### config.mk
export PLATFORM = sky130hd
export DESIGN_NAME = rom_zetas
export DESIGN_NICKNAME = d
export VERILOG_FILES = /design/src/kyber_pkg.sv /design/src/rom_zetas.sv
export VERILOG_INCLUDE_DIRS = /design/src
export SDC_FILE = /design/constraint.sdc
export NUM_CORES = 1
export LEC_CHECK = 0
export BUFFER_PORTS_ARGS = -buffer_cell sky130_fd_sc_hd__buf_2
export CORE_MARGIN = 3
export CORE_UTILIZATION = 28
export CTS_BUF_LIST = sky130_fd_sc_hd__clkbuf_16
export DETAILED_ROUTE_END_ITERATION = 12
export GPL_TIMING_DRIVEN = 0
export RECOVER_POWER = 25
export SYNTH_ARGS = -nofsm -noshare
export SYNTH_HDL_FRONTEND = slang
export SYNTH_SLANG_ARGS = --single-unit
export TNS_END_PERCENT = 5
### constraint.sdc
create_clock -name clk -period 4.4 [get_ports clk]
set_clock_uncertainty 0.2 [all_clocks]
set_input_delay 0.88 -clock clk [delete_from_list [all_inputs] [get_ports clk]]
set_output_delay 0.88 -clock clk [all_outputs]
set_load 0.02 [all_outputs]
### src/kyber_consts.svh
// fixed Kyber parameters only (q = 3329, n = 256); changing them needs a new zeta table
`ifndef KYBER_CONSTS_SVH
`define KYBER_CONSTS_SVH

// modulus and ring size
`define KYBER_Q 3329
`define KYBER_N 256

// coefficient width, two coefficients per RAM word
`define KYBER_POLY_WIDTH 16

// q^-1 mod 2^16, signed
`define KYBER_QINV (-3327)

// storage and iteration counts
`define KYBER_WORDS (`KYBER_N / 2)
`define KYBER_ITER (`KYBER_WORDS / 2)

// pipeline latencies in clock cycles
`define KYBER_FQMUL_LAT 2
`define KYBER_BASEMUL_LAT 4

// start sampled in cycle 0, done pulses in this cycle
`define KYBER_RUN_LAT 70

`endif

### src/kyber_pkg.sv
// coefficients are signed 16-bit and kept in Montgomery-friendly range, never fully reduced
`include "kyber_consts.svh"

package kyber_pkg;

  // one coefficient, roughly within (-2q, 2q)
  typedef logic signed [`KYBER_POLY_WIDTH-1:0] coeff_t;

  // full product of two coefficients before reduction
  typedef logic signed [2*`KYBER_POLY_WIDTH-1:0] prod_t;

  // lo is the even coefficient 2k, hi the odd one 2k+1
  typedef struct packed {
    coeff_t hi;
    coeff_t lo;
  } coeff_pair_t;

  // one RAM word; host side uses raw, datapath uses pair
  typedef union packed {
    logic [2*`KYBER_POLY_WIDTH-1:0] raw;
    coeff_pair_t                    pair;
  } coeff_pair_u;

endpackage

### src/rom_zetas.sv
// constant Kyber zeta table in Montgomery form, centred values, one cycle read latency
`include "kyber_consts.svh"

module rom_zetas (
  input  logic              clk,
  input  logic [6:0]        addr,
  output kyber_pkg::coeff_t zeta
);

  import kyber_pkg::*;

  // zeta[k] = 17^brv7(k) * 2^16 mod q, centred into (-q/2, q/2]
  // entry 0 is just the Montgomery factor 2^16 mod q
  localparam coeff_t zeta_table [`KYBER_WORDS] = '{
    -1044,  -758,  -359, -1517,  1493,  1422,   287,   202,
     -171,   622,  1577,   182,   962, -1202, -1474,  1468,
      573, -1325,   264,   383,  -829,  1458, -1602,  -130,
     -681,  1017,   732,   608, -1542,   411,  -205, -1571,
     1223,   652,  -552,  1015, -1293,  1491,  -282, -1544,
      516,    -8,  -320,  -666, -1618, -1162,   126,  1469,
     -853,   -90,  -271,   830,   107, -1421,  -247,  -951,
     -398,   961, -1508,  -725,   448, -1065,   677, -1275,
    // upper half holds the basemul twiddles, read as 64 + i
    -1103,   430,   555,   843, -1251,   871,  1550,   105,
      422,   587,   177,  -235,  -291,  -460,  1574,  1653,
     -246,   778,  1159,  -147,  -777,  1483,  -602,  1119,
    -1590,   644,  -872,   349,   418,   329,  -156,   -75,
      817,  1097,   603,   610,  1322, -1285, -1465,   384,
    -1215,  -136,  1218, -1335,  -874,   220, -1187, -1659,
    -1185, -1530, -1278,   794, -1510,  -854,  -870,   478,
     -108,  -308,   996,   991,   958, -1460,  1522,  1628
  };

  // registered output so the table maps onto block ROM
  always_ff @(posedge clk) begin
    zeta <= zeta_table[addr];
  end

endmodule

==> out/qor.log <==
[sta] post-layout minimum cycle time 4.29 ns
[placed_design] Port-buffer cells 21
[global_route] initial antenna violation count 0
[placed_design] Cell Count Post-Placement 596
[worst_setup_path] Critical Setup Path Class primary input to flip-flop
[logic_synthesis] leading cell types by count after synthesis o21ai_0 (39), nand2_1 (37), a21oi_1 (34), nor2_1 (30), buf_2 (22)
[drt] Detailed Route Iter0 Violations 683
[drt] ANT nets after route 0
[cells_and_area] final core utilization 32.1%
[sta] Fmax 0.233 GHz
[global_route] number of global-route vias before repair 3960
[logic_synthesis] fraction of the yosys area taken by sequential cells 8.04%
[die] Total Die Area 0.0119 mm2
[sta] number of pins with negative max-slew slack in the final report 0
[worst_setup_path] Required @ worst endpoint 4.32 ns
[cts] post-cts resize count 0
[die] Core Region 0.0104 mm2
[logic_synthesis] Ys Warns 0
[cts] Clock Tree Buf Depth 2
[cells_and_area] Layout Cells excl Fill 599
[worst_setup_path] family with the most delay on the worst path buffers and inverters
[logic_synthesis] share of synthesized registers carrying an async set or reset 0%
[logic_synthesis] count of unique library cells instantiated by Yosys 66
[worst_setup_path] number of buffers and inverters on the critical path 5
[drt] detailed-route DRC error count 0
[die] height of the die 109 um
[cts] Inserted Clock Buffers 3
[cts] clock-pin slew reported for the worst setup and hold paths after clock tree synthesis 0.05 ns
[cells_and_area] share of cells above drive strength 1 15.6%
[pwr] leakage power summed over all cells 1.25 nW
[pwr] Power Dens Cells 222 mW/mm2
[cells_and_area] Biggest register zeta
[die] FP Rows 37
[logic_synthesis] register bit total from synthesis 12
[pwr] maximum ir drop on the vdd rail 99.3 uV
[sta] number of hold violations in the final report 0
[sta] total setup violations reported at the end of the flow 0
[cells_and_area] number of diodes 0
[pwr] final total power 740 uW
[cts] setup repair bufs after CTS 0
[drt] vias per cell 6.89
[worst_setup_path] sort of element at the start of the critical path primary input
[logic_synthesis] post-synth top area share 8.04%
[cts] H-tree levels 1
[drt] Detail Route met3 WL 2290 um
[run] maxcap violations 0
[drt] total wirelength of the detailed-routed design 18400 um
[die] Top-Level Pins 24
[status] status finished clean
[logic_synthesis] leading cell type by number of instances after synthesis o21ai_0
[cells_and_area] Final nets 492
[cells_and_area] max reg flops 12
[sta] unrepaired setup endpoints after global routing false
[worst_setup_path] longest individual stage delay on the worst path 0.62 ns
[global_route] Remaining Overflow, GRT 0
[drt] iteration count of the initial detailed-routing pass 5
[logic_synthesis] cell taking the most area after synthesis dfxtp_1
[cells_and_area] registers with the most flip-flops zeta x12
[logic_synthesis] post-synthesis instance area 0.00299 mm2
[worst_setup_path] end point of the critical path zeta[0]
[logic_synthesis] cell types with the largest area share after synthesis dfxtp_1 (8.0%), ha_1 (8.0%), o21ai_0 (6.5%), a21oi_1 (5.7%), nand2_1 (4.7%)
[drt] Max Used Layer met4
[worst_setup_path] Crit-path slowest cell clkbuf_1
[placed_design] placer congestion estimate 1.07
[sta] Max-Slew Margin vs Limit 43.8%
[logic_synthesis] number of synthesized flops with an enable pin 0
[cts] clock sink count 12
[placed_design] post-detail-place hpwl 12900 um
[logic_synthesis] number of nets produced by synthesis 466
[cells_and_area] area overhead of the layout relative to synthesis 11.5%
[cts] buffer type at the clock tree root clkbuf_16
[drt] via count 4130
[worst_setup_path] critical path data arrival time 4.21 ns
[die] initial core utilization 28.8%
[cts] TritonCTS clock tree built
[logic_synthesis] Synth Area per Inst 6.80 um2
[drt] amount of wire on met2 after detailed routing 7510 um
[cts] hold-fix buffer count after cts 0
[sta] final critical-path share of the clock period 97.5%
[drt] met1 WL 7020 um
[logic_synthesis] number of instances in the synthesized netlist 439
[sta] worst hold slack 1.00 ns
[global_route] pin count of the biggest net entering global routing 17
[global_route] GRT Total Usage 31.0%
[die] Die Width 109 um
[global_route] first-pass GRT wire length 26700 um
[worst_setup_path] maximum fanout encountered on the critical timing path 12
[sta] Slew @ Worst Pin 0.842 ns
[drt] wire per inst 30.7 um
[min_path] classification of the worst-slack hold path primary input to flip-flop
[worst_setup_path] type of destination of the critical path flip-flop
[worst_setup_path] CP cell instances buf_2 > buf_2 > inv_1 > ha_1 > clkbuf_1 > clkbuf_1 > o211ai_1 > a31oi_1 > o211a_1 > a221oi_2
[logic_synthesis] Post-synth top flop dfxtp_1
[worst_setup_path] startpoint of the most critical setup path addr[1]
[worst_setup_path] Crit path depth 10
placed cells by master, fill, tap and decap left out, drive strengths merged, types with 4 or more instances in the layout:
cell    synthesis  layout
buf            36      51
o21ai          39      39
nand2          37      37
a21oi          34      34
nor2           32      32
clkbuf         20      29
nor2b          19      19
ha             19      19
nor3           18      18
o211ai         16      16
a211oi         13      13
nand2b         13      13
dfxtp          12      12
inv            11      11
nand3          10      10
a311oi         10      10
a31oi           9       9
and2            7       7
o311a           6       6
nand3b          5       5
o31ai           5       5
nor3b           5       5
mux4            4       4
or3             4       4
routing by layer:
layer / vias to the layer above / track usage, %
li1: 1691 / -
met1: 1930 / 40.6
met2: 387 / 45.7
met3: 122 / 6.16
met4: 0 / 20.3
met5: - / 0
cell families after synthesis:
group | share of synthesized area, %
buf+inv | 11.9
compound gates | 39.5
fa+ha+maj | 7.96
simple gates | 28.6
mux | 4.06
flops | 8.04
where the power goes:
| group | switching [mW] | total [mW] | internal (mW) | leakage, nW |
|---|---|---|---|---|
| registers | 0.00445 | 0.130 | 0.125 | 0.101 |
| logic | 0.294 | 0.430 | 0.136 | 1.12 |
| clock network | 0.0612 | 0.181 | 0.120 | 0.0370 |
| total | 0.359 | 0.740 | 0.381 | 1.25 |
worst min-delay path by stage:
stage	slack [ns]	cells after the start	endpoint	startpoint
floorplan	1.02	0	zeta[0]	zeta[0]
global placement	1.10	1	zeta[1]	zeta[1]
detailed placement	1.09	1	zeta[8]	zeta[8]
CTS	0.99	3	zeta[14]	addr[6]
global route	1.0	3	zeta[14]	addr[6]
finish	1.00	3	zeta[14]	addr[6]
cell type report:
class	count	area, um2
Fill cell	1203	7040
Multi-Input combinational cell	359	2390
Buffer	56	310
Sequential cell	12	240
Tap cell	136	170
Timing Repair Buffer	21	97.6
Clock buffer	3	75.1
Inverter	12	45.0
metrics by stage:
stage	setup TNS, ns	instance area (um2)	setup slack (ns)
after floorplan	0	2990	1.48
after global placement	-0.0813	3260	-0.0813
after detailed placement	0	3260	0.111
after CTS	0	3340	0.356
after global routing	0	3330	0.00994
final	0	3330	0.109
Power figures use the tool's default switching activity.
